File: src/hw/bp_pkg.sv
// Branch predictor shared definitions
package bp_pkg;

    // ----------------------------------------
    // RV32I opcodes seen by the predictor
    // ----------------------------------------
    localparam logic [6:0] OP_BRANCH = 7'b1100011;
    localparam logic [6:0] OP_JAL    = 7'b1101111;
    localparam logic [6:0] OP_JALR   = 7'b1100111;

    // ----------------------------------------
    // Register map
    // ----------------------------------------
    localparam logic [1:0] REG_CTRL     = 2'd0; // Bit 0 enable, bit 1 flush
    localparam logic [1:0] REG_BRANCHES = 2'd1; // Resolved conditional branches
    localparam logic [1:0] REG_MISSES   = 2'd2; // Mispredicted conditional branches

    // Weakly not taken
    localparam logic [1:0] PHT_INIT   = 2'b01;
    localparam int         STAT_WIDTH = 16;

    // Fetch-side prediction
    typedef struct packed {
        logic        taken;
        logic [31:0] target; // Zero unless taken
    } bp_predict_t;

    // Resolution coming back from execute
    typedef struct packed {
        logic        valid;
        logic [31:0] pc;
        logic [31:0] target;
        logic [6:0]  op;
        logic        taken;      // Resolved direction
        logic        pred_taken; // Direction predicted at fetch
    } bp_update_t;

endpackage

File: src/hw/bp_btb.sv
// Branch target buffer
module bp_btb #(
    parameter int NUM_BTB_ENTRIES = 32
) (
    input  logic                clk,
    input  logic                arst_n_i,
    input  logic [31:0]         pc_i,
    input  bp_pkg::bp_update_t  upd_i,
    input  logic                pht_taken_i,
    input  logic                enable_i,
    input  logic                flush_i,
    output bp_pkg::bp_predict_t pred_o
);

    import bp_pkg::*;

    localparam int IDX_BITS = $clog2(NUM_BTB_ENTRIES);
    localparam int TAG_BITS = 30 - IDX_BITS; // PC bits above the index

    typedef struct packed {
        logic [TAG_BITS-1:0] tag;
        logic [31:0]         target;
        logic                jump;
        logic                branch;
    } btb_entry_t;

    btb_entry_t                 entry_q [NUM_BTB_ENTRIES];
    logic [NUM_BTB_ENTRIES-1:0] valid_q;

    logic [IDX_BITS-1:0] rd_idx;
    logic [TAG_BITS-1:0] rd_tag;
    btb_entry_t          rd_entry;
    logic                hit;
    logic                taken;

    logic [IDX_BITS-1:0] wr_idx;
    logic                is_jump;
    logic                is_branch;
    logic                install;
    btb_entry_t          wr_entry;

    // ----------------------------------------
    // Lookup on the fetch PC
    // ----------------------------------------
    assign rd_idx   = pc_i[IDX_BITS+1:2];
    assign rd_tag   = pc_i[31:IDX_BITS+2];
    assign rd_entry = entry_q[rd_idx];
    assign hit      = valid_q[rd_idx] && (rd_entry.tag == rd_tag);

    // Jumps always redirect, branches only when the PHT agrees
    assign taken = enable_i && hit &&
                   (rd_entry.jump || (rd_entry.branch && pht_taken_i));

    assign pred_o.taken  = taken;
    assign pred_o.target = taken ? rd_entry.target : 32'd0;

    // ----------------------------------------
    // Install from execute
    // ----------------------------------------
    assign wr_idx    = upd_i.pc[IDX_BITS+1:2];
    assign is_jump   = (upd_i.op == OP_JAL) || (upd_i.op == OP_JALR);
    assign is_branch = (upd_i.op == OP_BRANCH);

    // A flush in the same cycle throws the install away
    assign install = upd_i.valid && (is_jump || is_branch) && !flush_i;

    always_comb begin
        wr_entry.tag    = upd_i.pc[31:IDX_BITS+2];
        wr_entry.target = upd_i.target;
        wr_entry.jump   = is_jump;
        wr_entry.branch = is_branch; // Installed whatever the resolved direction
    end

    always_ff @(posedge clk or negedge arst_n_i) begin
        if (!arst_n_i) begin
            valid_q <= '0;
        end else if (flush_i) begin
            valid_q <= '0;
        end else if (install) begin
            valid_q[wr_idx] <= 1'b1;
        end
    end

    // Entry payload, qualified by valid_q
    always_ff @(posedge clk) begin
        if (install) begin
            entry_q[wr_idx] <= wr_entry;
        end
    end

    // The execute stage must resolve the opcode before it raises the strobe
    a_upd_op_known: assert property (
        @(posedge clk) disable iff (!arst_n_i)
        upd_i.valid |-> !$isunknown(upd_i.op)
    );

endmodule

File: src/hw/bp_gshare.sv
// Gshare direction predictor
module bp_gshare #(
    parameter int NUM_GHR_BITS = 5
) (
    input  logic                    clk,
    input  logic                    arst_n_i,
    input  logic [31:0]             pc_i,
    input  bp_pkg::bp_update_t      upd_i,
    input  logic [NUM_GHR_BITS-1:0] upd_pht_index_i,
    input  logic                    flush_i,
    output logic                    pht_taken_o,
    output logic [NUM_GHR_BITS-1:0] pht_index_o
);

    import bp_pkg::*;

    localparam int PHT_ENTRIES = 1 << NUM_GHR_BITS;

    logic [NUM_GHR_BITS-1:0]     ghr_q;
    logic [PHT_ENTRIES-1:0][1:0] pht_q;
    logic                        branch_upd;
    logic [1:0]                  cnt_cur;
    logic [1:0]                  cnt_nxt;

    // ----------------------------------------
    // Read side
    // ----------------------------------------
    assign pht_index_o = pc_i[NUM_GHR_BITS+1:2] ^ ghr_q;
    assign pht_taken_o = pht_q[pht_index_o][1]; // Counter MSB is the direction

    // ----------------------------------------
    // Update side
    // ----------------------------------------
    assign branch_upd = upd_i.valid && (upd_i.op == OP_BRANCH) && !flush_i;

    // The pipeline hands back the index used at fetch, so the GHR at
    // resolution time does not matter here
    assign cnt_cur = pht_q[upd_pht_index_i];

    always_comb begin
        cnt_nxt = cnt_cur;
        if (upd_i.taken) begin
            if (cnt_cur != 2'b11) begin
                cnt_nxt = cnt_cur + 2'd1;
            end
        end else if (cnt_cur != 2'b00) begin
            cnt_nxt = cnt_cur - 2'd1;
        end
    end

    always_ff @(posedge clk or negedge arst_n_i) begin
        if (!arst_n_i) begin
            ghr_q <= '0;
        end else if (flush_i) begin
            ghr_q <= '0;
        end else if (branch_upd) begin
            ghr_q <= {ghr_q[NUM_GHR_BITS-2:0], upd_i.taken}; // Newest outcome in the LSB
        end
    end

    // Counters are trained state and survive a flush
    always_ff @(posedge clk or negedge arst_n_i) begin
        if (!arst_n_i) begin
            pht_q <= {PHT_ENTRIES{PHT_INIT}};
        end else if (branch_upd) begin
            pht_q[upd_pht_index_i] <= cnt_nxt;
        end
    end

    // Only a resolved conditional branch may train the table
    a_pht_branch_only: assert property (
        @(posedge clk) disable iff (!arst_n_i)
        !(upd_i.valid && (upd_i.op == OP_BRANCH)) |=> $stable(pht_q)
    );

    a_index_known: assert property (
        @(posedge clk) disable iff (!arst_n_i)
        !$isunknown(pht_index_o)
    );

endmodule

File: src/hw/bp_csr.sv
// Predictor control and statistics
module bp_csr (
    input  logic               clk,
    input  logic               arst_n_i,
    input  logic               cfg_we_i,
    input  logic [1:0]         cfg_addr_i,
    input  logic [31:0]        cfg_wdata_i,
    output logic [31:0]        cfg_rdata_o,
    input  bp_pkg::bp_update_t upd_i,
    output logic               enable_o,
    output logic               flush_o
);

    import bp_pkg::*;

    logic                  enable_q;
    logic                  flush_q;
    logic [STAT_WIDTH-1:0] branches_q;
    logic [STAT_WIDTH-1:0] misses_q;
    logic                  ctrl_we;
    logic                  branches_we;
    logic                  misses_we;
    logic                  branch_upd;
    logic                  mispredict;

    assign ctrl_we     = cfg_we_i && (cfg_addr_i == REG_CTRL);
    assign branches_we = cfg_we_i && (cfg_addr_i == REG_BRANCHES);
    assign misses_we   = cfg_we_i && (cfg_addr_i == REG_MISSES);

    // Counts every resolved branch, even one whose training a flush drops
    assign branch_upd = upd_i.valid && (upd_i.op == OP_BRANCH);
    assign mispredict = branch_upd && (upd_i.taken != upd_i.pred_taken);

    // ----------------------------------------
    // Control register
    // ----------------------------------------
    always_ff @(posedge clk or negedge arst_n_i) begin
        if (!arst_n_i) begin
            enable_q <= 1'b1;
            flush_q  <= 1'b0;
        end else begin
            if (ctrl_we) begin
                enable_q <= cfg_wdata_i[0];
            end
            // Self-clearing pulse in the cycle after the write
            flush_q <= ctrl_we && cfg_wdata_i[1];
        end
    end

    assign enable_o = enable_q;
    assign flush_o  = flush_q;

    // ----------------------------------------
    // Statistics
    // ----------------------------------------
    // A register write wins over counting
    always_ff @(posedge clk or negedge arst_n_i) begin
        if (!arst_n_i) begin
            branches_q <= '0;
            misses_q   <= '0;
        end else begin
            if (branches_we) begin
                branches_q <= cfg_wdata_i[STAT_WIDTH-1:0];
            end else if (branch_upd) begin
                branches_q <= branches_q + 1'b1; // Wraps
            end
            if (misses_we) begin
                misses_q <= cfg_wdata_i[STAT_WIDTH-1:0];
            end else if (mispredict) begin
                misses_q <= misses_q + 1'b1;
            end
        end
    end

    always_comb begin
        case (cfg_addr_i)
            REG_CTRL:     cfg_rdata_o = {30'd0, flush_q, enable_q};
            REG_BRANCHES: cfg_rdata_o = {{(32-STAT_WIDTH){1'b0}}, branches_q};
            REG_MISSES:   cfg_rdata_o = {{(32-STAT_WIDTH){1'b0}}, misses_q};
            default:      cfg_rdata_o = 32'd0;
        endcase
    end

    a_flush_single: assert property (
        @(posedge clk) disable iff (!arst_n_i)
        flush_o |=> !flush_o
    );

endmodule

File: src/hw/bp_top.sv
// Fetch-side branch predictor
module bp_top #(
    parameter int NUM_BTB_ENTRIES = 32,
    parameter int NUM_GHR_BITS    = 5
) (
    input  logic                    clk,
    input  logic                    arst_n_i,

    // Fetch
    input  logic [31:0]             pc_i,
    output bp_pkg::bp_predict_t     pred_o,
    output logic [NUM_GHR_BITS-1:0] pht_index_o,

    // Execute resolution
    input  bp_pkg::bp_update_t      upd_i,
    input  logic [NUM_GHR_BITS-1:0] upd_pht_index_i,

    // Register access
    input  logic                    cfg_we_i,
    input  logic [1:0]              cfg_addr_i,
    input  logic [31:0]             cfg_wdata_i,
    output logic [31:0]             cfg_rdata_o
);

    logic enable;
    logic flush;    // One-cycle pulse
    logic pht_taken;

    // ----------------------------------------
    // Predictor blocks
    // ----------------------------------------
    bp_btb #(
        .NUM_BTB_ENTRIES (NUM_BTB_ENTRIES)
    ) u_btb (
        .clk         (clk),
        .arst_n_i    (arst_n_i),
        .pc_i        (pc_i),
        .upd_i       (upd_i),
        .pht_taken_i (pht_taken),
        .enable_i    (enable),
        .flush_i     (flush),
        .pred_o      (pred_o)
    );

    bp_gshare #(
        .NUM_GHR_BITS (NUM_GHR_BITS)
    ) u_gshare (
        .clk             (clk),
        .arst_n_i        (arst_n_i),
        .pc_i            (pc_i),
        .upd_i           (upd_i),
        .upd_pht_index_i (upd_pht_index_i),
        .flush_i         (flush),
        .pht_taken_o     (pht_taken),
        .pht_index_o     (pht_index_o)
    );

    // Configuration and statistics
    bp_csr u_csr (
        .clk         (clk),
        .arst_n_i    (arst_n_i),
        .cfg_we_i    (cfg_we_i),
        .cfg_addr_i  (cfg_addr_i),
        .cfg_wdata_i (cfg_wdata_i),
        .cfg_rdata_o (cfg_rdata_o),
        .upd_i       (upd_i),
        .enable_o    (enable),
        .flush_o     (flush)
    );

endmodule

File: config.mk
export PLATFORM = sky130hd
export DESIGN_NAME = bp_top
export DESIGN_NICKNAME = d
export VERILOG_FILES = /design/src/hw/bp_pkg.sv /design/src/hw/bp_btb.sv /design/src/hw/bp_gshare.sv /design/src/hw/bp_csr.sv /design/src/hw/bp_top.sv
export SDC_FILE = /design/constraint.sdc
export NUM_CORES = 2
export LEC_CHECK = 0
export ABC_AREA = 1
export BUFFER_PORTS_ARGS = -buffer_cell sky130_fd_sc_hd__buf_2
export CORE_MARGIN = 2
export CORE_UTILIZATION = 50
export CTS_BUF_LIST = sky130_fd_sc_hd__clkbuf_2 sky130_fd_sc_hd__clkbuf_4 sky130_fd_sc_hd__clkbuf_8
export CTS_CLUSTER_DIAMETER = 80
export CTS_CLUSTER_SIZE = 16
export DETAILED_ROUTE_END_ITERATION = 6
export PLACE_DENSITY = 0.66
export SLEW_MARGIN = 25
export SYNTH_ARGS = -nofsm -noshare
export SYNTH_HDL_FRONTEND = slang
export SYNTH_SLANG_ARGS = --single-unit
File: constraint.sdc
create_clock -name clk -period 5.1 [get_ports clk]
set_input_delay 0.255 -clock clk [delete_from_list [all_inputs] [get_ports clk]]
set_output_delay 0.255 -clock clk [all_outputs]
set_load 0.03 [all_outputs]
==> After elaboration in Yosys (flattened, before gate mapping) <==
Memory sizes are Yosys's and may differ from the RTL's.
Cells that the tools add are included.
{ "word_totals": {"output_inout_bits": 70, "word_cells": 110, "memories": 1, "ff_bits": 135, "ram_bits": 1888, "input_bits": 148} }
{ "mem_list": {"columns": ["name", "depth", "word_bits", "rd", "rd_ports_with_merged_regs", "write_ports", "line", "rtl"], "rows": [
  ["u_btb.entry_q", 32, 59, 1, 0, 1, "bp_btb.sv:27", "btb_entry_t entry_q [NUM_BTB_ENTRIES];"]
]} }
{ "classes": {"magnitude_cmp": 6, "n_mux": 26, "n_bitwise": 2, "n_addsub": 4, "n_reduce_logical": 25, "n_eq_ne": 8} }
{ "op_table": {"columns": ["cell", "n"], "rows": [
  ["$mux W32", 3],
  ["$bwmux W64", 1],
  ["$mux W16", 4],
  ["$pmux W16 S3", 1],
  ["$add A16 B1 Y16 const B", 2],
  ["$or A32 B32 Y32", 1],
  ["$eq A25 B25 Y1", 1],
  ["$lt A5 B6 Y1 const B", 4],
  ["$eq A7 B7 Y1 const B", 3],
  ["$bmux W2 S5", 2],
  ["$logic_and A1 B1 Y1", 15],
  ["$mux W2", 6],
  ["$demux W2 S5", 1],
  ["$ge A5 B1 Y1 const B", 2],
  ["$mux W5", 2],
  ["$reduce_bool A2 Y1", 5],
  ["$bmux W1 S5", 1],
  ["$demux W1 S5", 1],
  ["$xor A5 B5 Y5", 1],
  ["$mux W1", 4],
  ["$logic_or A1 B1 Y1", 3],
  ["$add A2 B1 Y2 const B", 1],
  ["$eq A2 B1 Y1 const B", 1],
  ["$eq A2 B2 Y1 const B", 1],
  ["other kinds (5)", 5]
]} }

==> Longest topological paths before layout <==
{ "logic_depth": {"depth_word": 7, "depth_mapped": 21, "depth_no_buf": 17} }

==> Hierarchy <==
Synthesis repeated with hierarchy kept, for this count alone.
{ "unflattened": {"hier_cells": 7302, "hier_area_um2": 84153.2} }
{ "by_module_without_submodules": {"columns": ["module", "area_each_um2", "n_inst", "seq_area_each_um2", "cells_each"], "rows": [
  ["bp_btb", 77294.1, 1, 57495.1, 6244],
  ["bp_gshare", 4106.4, 1, 1766.7, 632],
  ["bp_csr", 2752.6, 1, 852.1, 426]
]} }

==> Least setup slack after synthesis <==
No wires, ideal clock.
{ "synth_timing": {"path_kind": "input to register", "start": "input upd_i[8] (netlist bit)", "end": "memory u_btb.entry_q[20][0] (netlist bit) (enable)", "t_required_ps": 4624, "path_stages": 9, "setup_time_ps": 476, "t_arrival_ps": 4922, "path_buffers": 0, "setup_slack_ps": -299, "path_cell_list": "nand2_1 nor2_1 inv_1 nor4_2 or2_2 nand2_1 nor2_1 nand3_1 nor2_1"} }
{ "synth_via": {"elab_cells_between_ends": 9, "cone_classes": "eq/ne: 3; mux: 2; reduce/logical: 4"} }
{ "synth_lines": {"columns": ["element", "line", "rtl"], "rows": [
  ["start: declaration", "bp_top.sv:15", "input bp_pkg::bp_update_t upd_i,"],
  ["$eq A7 B7 Y1", "bp_btb.sv:62", "assign is_branch = (upd_i.op == OP_BRANCH);"],
  ["net u_btb.is_branch", "bp_btb.sv:38", "logic is_branch;"],
  ["$logic_or A1 B1 Y1", "bp_btb.sv:65", "assign install = upd_i.valid && (is_jump || is_branch) && !flush_i;"],
  ["$logic_and A1 B1 Y1 (2 in series)", "bp_btb.sv:65", null],
  ["$mux W1", "bp_btb.sv:86", "if (install) begin"],
  ["$mux W1 (not written as such)", "bp_btb.sv:87", "entry_q[wr_idx] <= wr_entry;"],
  ["end: declaration", "bp_btb.sv:27", null]
]} }
The timed path passes the listed nets, and every way through them passes these cells.

==> impl_metrics.tcl <==
set metrics [dict create \
    outcome "finished, final reports clean" \
    row_count 149 \
    cp-start-kind "flip-flop" \
    antenna_found_initial 31 \
    grt_start_max_net_pins 215 \
    reg2reg_depth 6 \
    slew-limit-headroom 0.233 \
    finalHoldViolCount 0 \
    critical_path_class "flip-flop to output pin" \
    slowest_delay_ns 0.47 \
    synth_top_area_frac 0.683 \
    max_freq_mhz 221 \
    overflow 0 \
    path_buf_inv 3 \
    path_clk_slew_ns 0.10 \
    yosys.area.top_type "edfxtp_1" \
    core_area_sq_mm 0.165 \
    port_buffers 181 \
    synth.distinct_cells 46 \
    dieArea_sq_mm 0.169 \
    p_leak_uw 0.0317 \
    placed_area_sq_mm 0.0864 \
    hold_class "primary input to async pin" \
    startpoint "u_gshare.ghr_q[1]" \
    r2r_end "u_btb.entry_q[31][40]" \
    post_drt_via_cell_ratio 5.98 \
    tightestPinTransition_ns 1.15 \
    place_hpwl_mm 113 \
    start_util 0.504 \
    p_int_uw 21800 \
    avgSynthCellArea_sq_um 12.0 \
    p_sw_frac 0.236 \
    cts_sinks 2023 \
    cts_buffers 149 \
    min_period_over_period 0.889 \
    p_switching_uw 6710 \
    fin_hold_ws_ns 0.0776 \
    nets 7214 \
    track_usage 0.268 \
    critPathArrivalTime_ns 4.28 \
    cts_setup_buffers 0 \
    firstDrtPassIters 6 \
    synth-async-reset-ratio 0.0667 \
    crit_slowest_cell "dfrtp_1" \
    rrSetupSlack_ns 1.57 \
    cts_tree "built" \
    wl_mm 231 \
    fin_util 0.546 \
    routabilityCongestion 0.830 \
    fp.dieH_um 411 \
    drv_slew 0 \
    skew_ns 0.0426 \
    wl_per_cell_um 24.9 \
    syn_inst 6927 \
    ant_nets 0 \
    layout_min_cycle_time_ns 4.53 \
    ys_ff_latch 2023 \
    synth_area_sq_mm 0.0830 \
    yosysMostFrequentCell "nand2_1" \
    layout-area-overhead-vs-synth_pct 8.44 \
    endpoint_kind "output pin" \
    synth_seq_area_share 0.724 \
    critPathTopFamily "simple AND/OR/NAND/NOR gates" \
    crit_path_frequent_cell "nand3_1" \
    required_ns 4.85 \
    die_w_um 411 \
    clkLatencyLatePin_ns 0.91 \
    final_cell_area_sq_mm 0.0900 \
    n_fill_cell 13800 \
    rr_startpoint "u_csr.flush_o" \
    ir_drop_v 0.000274 \
    drc 0 \
    p_comb_frac 0.075 \
    power_frac_clock 0.285 \
    netlist_top_cells_count "nand2_1, edfxtp_1, nand3_1" \
    seq_power_share 0.640 \
    num_vias 55700 \
    power_density_mw_per_mm2 316 \
    layout-drive-gt1-share 0.0859 \
    root_buffer "clkbuf_8" \
    path_cells "xnor2_4 > clkinv_1 > nand3_1 > nand3_1 > nand3_1 > nand2_1 > nand2_1 > nand3_1 > nand2_1 > nand3_1 > nor2_1 > nand2_2 > buf_4 > nor2_2 > buf_2" \
    io_pins 218 \
    finalSetupViolCount 0 \
    rsz0062_at_grt "false" \
    drt_iter0_drc 7565 \
    cap_viol_max_count 0 \
    grt_pass1_wl_mm 338 \
    synth.area.top_cells "edfxtp_1, nand2_1, nand3_1, dfrtp_1, a21oi_1" \
    ys.flop_type "edfxtp_1" \
    synth-edff-count 1888 \
    cp_max_fo 33 \
    htreeDepth 4 \
    yosys_warnings 0 \
    cts_buffer_depth 3 \
    grt_pass1_vias 51800 \
]
==> worst min-delay path, cell delays in order <==
cell and delay, ns:
dlygate4sd3_1 0.53, buf_4 0.10, buf_4 0.67
==> power by group through the flow <==
stage	logic, uW	registers, uW	clock network [uW]
3_3_place_gp	2000	18600	0
4_1_cts	2130	18200	8240
3_5_place_dp	2040	18600	0
6_report	2140	18200	8110
2_1_floorplan	1300	18600	0
5_1_grt	2350	18200	8760
==> layout make-up <==
class / count / area [sq um] / share of cell area
Multi-Input combinational cell: 4366 / 20500 / 0.227
Tap cell: 2189 / 2740 / 0.0304
Clock buffer: 169 / 2250 / 0.0250
Antenna cell: 13 / 32.5 / 0.000362
Inverter: 93 / 388 / 0.00431
Clock inverter: 19 / 208 / 0.00231
Timing Repair Buffer: 431 / 3800 / 0.0422
Sequential cell: 2023 / 60100 / 0.668
==> worst max-delay path by stage <==
stage / end / slack, ns / cells after the start
3_3_place_gp: pred_o[18] / 0.97 / 20
5_1_grt: pred_o[21] / 0.34 / 15
6_report: pred_o[18] / 0.57 / 15
3_5_place_dp: pred_o[18] / 0.97 / 20
4_1_cts: pred_o[21] / 0.50 / 15
2_1_floorplan: u_btb.entry_q[20][0] / -0.30 / 9
==> routing by layer <==
layer,vias to the layer above,track usage,part of all wire,wire (um)
met1,27700,0.386,0.42,96200
met4,20,0.0796,0.028,6440
met5,-,0,0.00056,129
met2,2617,0.425,0.47,108000
li1,25000,-,-,-
met3,401,0.0420,0.087,20200
==> sequential cells by signal, indices dropped and copies added, names as in the netlist <==
signal,flops
u_btb.entry_q,1888
u_gshare.pht_q,64
u_btb.valid_q,32
u_csr.branches_q,16
u_csr.misses_q,16
u_gshare.ghr_q,5
u_csr.enable_o,1
u_csr.flush_o,1
==> layout by cell type, fill, tap and decap left out, drive strengths merged, types with 23 or more instances in the layout <==
cell         synthesis  layout
and3                23      23
o311ai              90      90
dfrtp              102     102
inv                 88      96
xor2                24      24
nand3              895     895
a32o                29      29
dfstp               33      33
edfxtp            1888    1888
clkbuf             117     169
buf                343     320
nand2             2280    2280
a22oi               84      84
o211ai              40      40
nor2               140     140
a221o               34      34
a31oi               32      32
o21ai              144     144
dlygate4sd3          0     111
a21oi              450     450
==> logic make-up (layout without fill, tap and decap cells) <==
group           Yosys count  after routing  synth area share
simple gates           3379           3379             0.169
flops                  2023           2023             0.724
compound gates          937            937            0.0697
buf+inv                 553            712            0.0328
xor+xnor                 32             32           0.00360
fa+ha+maj                 2              2          0.000302
other cells               1             29         0.0000452
==> through the flow <==
step / power [uW] / TNS (ns) / instances / worst slack, ns
after floorplan: 19900 / -140.90 / 6942 / -0.299
after global placement: 20600 / 0 / 8988 / 0.973
after detailed placement: 20600 / 0 / 8990 / 0.967
after CTS: 28600 / 0 / 9289 / 0.499
after global routing: 29300 / 0 / 9298 / 0.338
final: 28500 / 0 / 9303 / 0.568
==> repair_timing <==
| action | CTS | global route |
|---|---|---|
| endpoints found under the hold margin | 2155 | 0 |
| hold buffers | 111 | 0 |
| gates resized for setup | 0 | 0 |
Note: power is estimated with default switching activity, not from simulation.
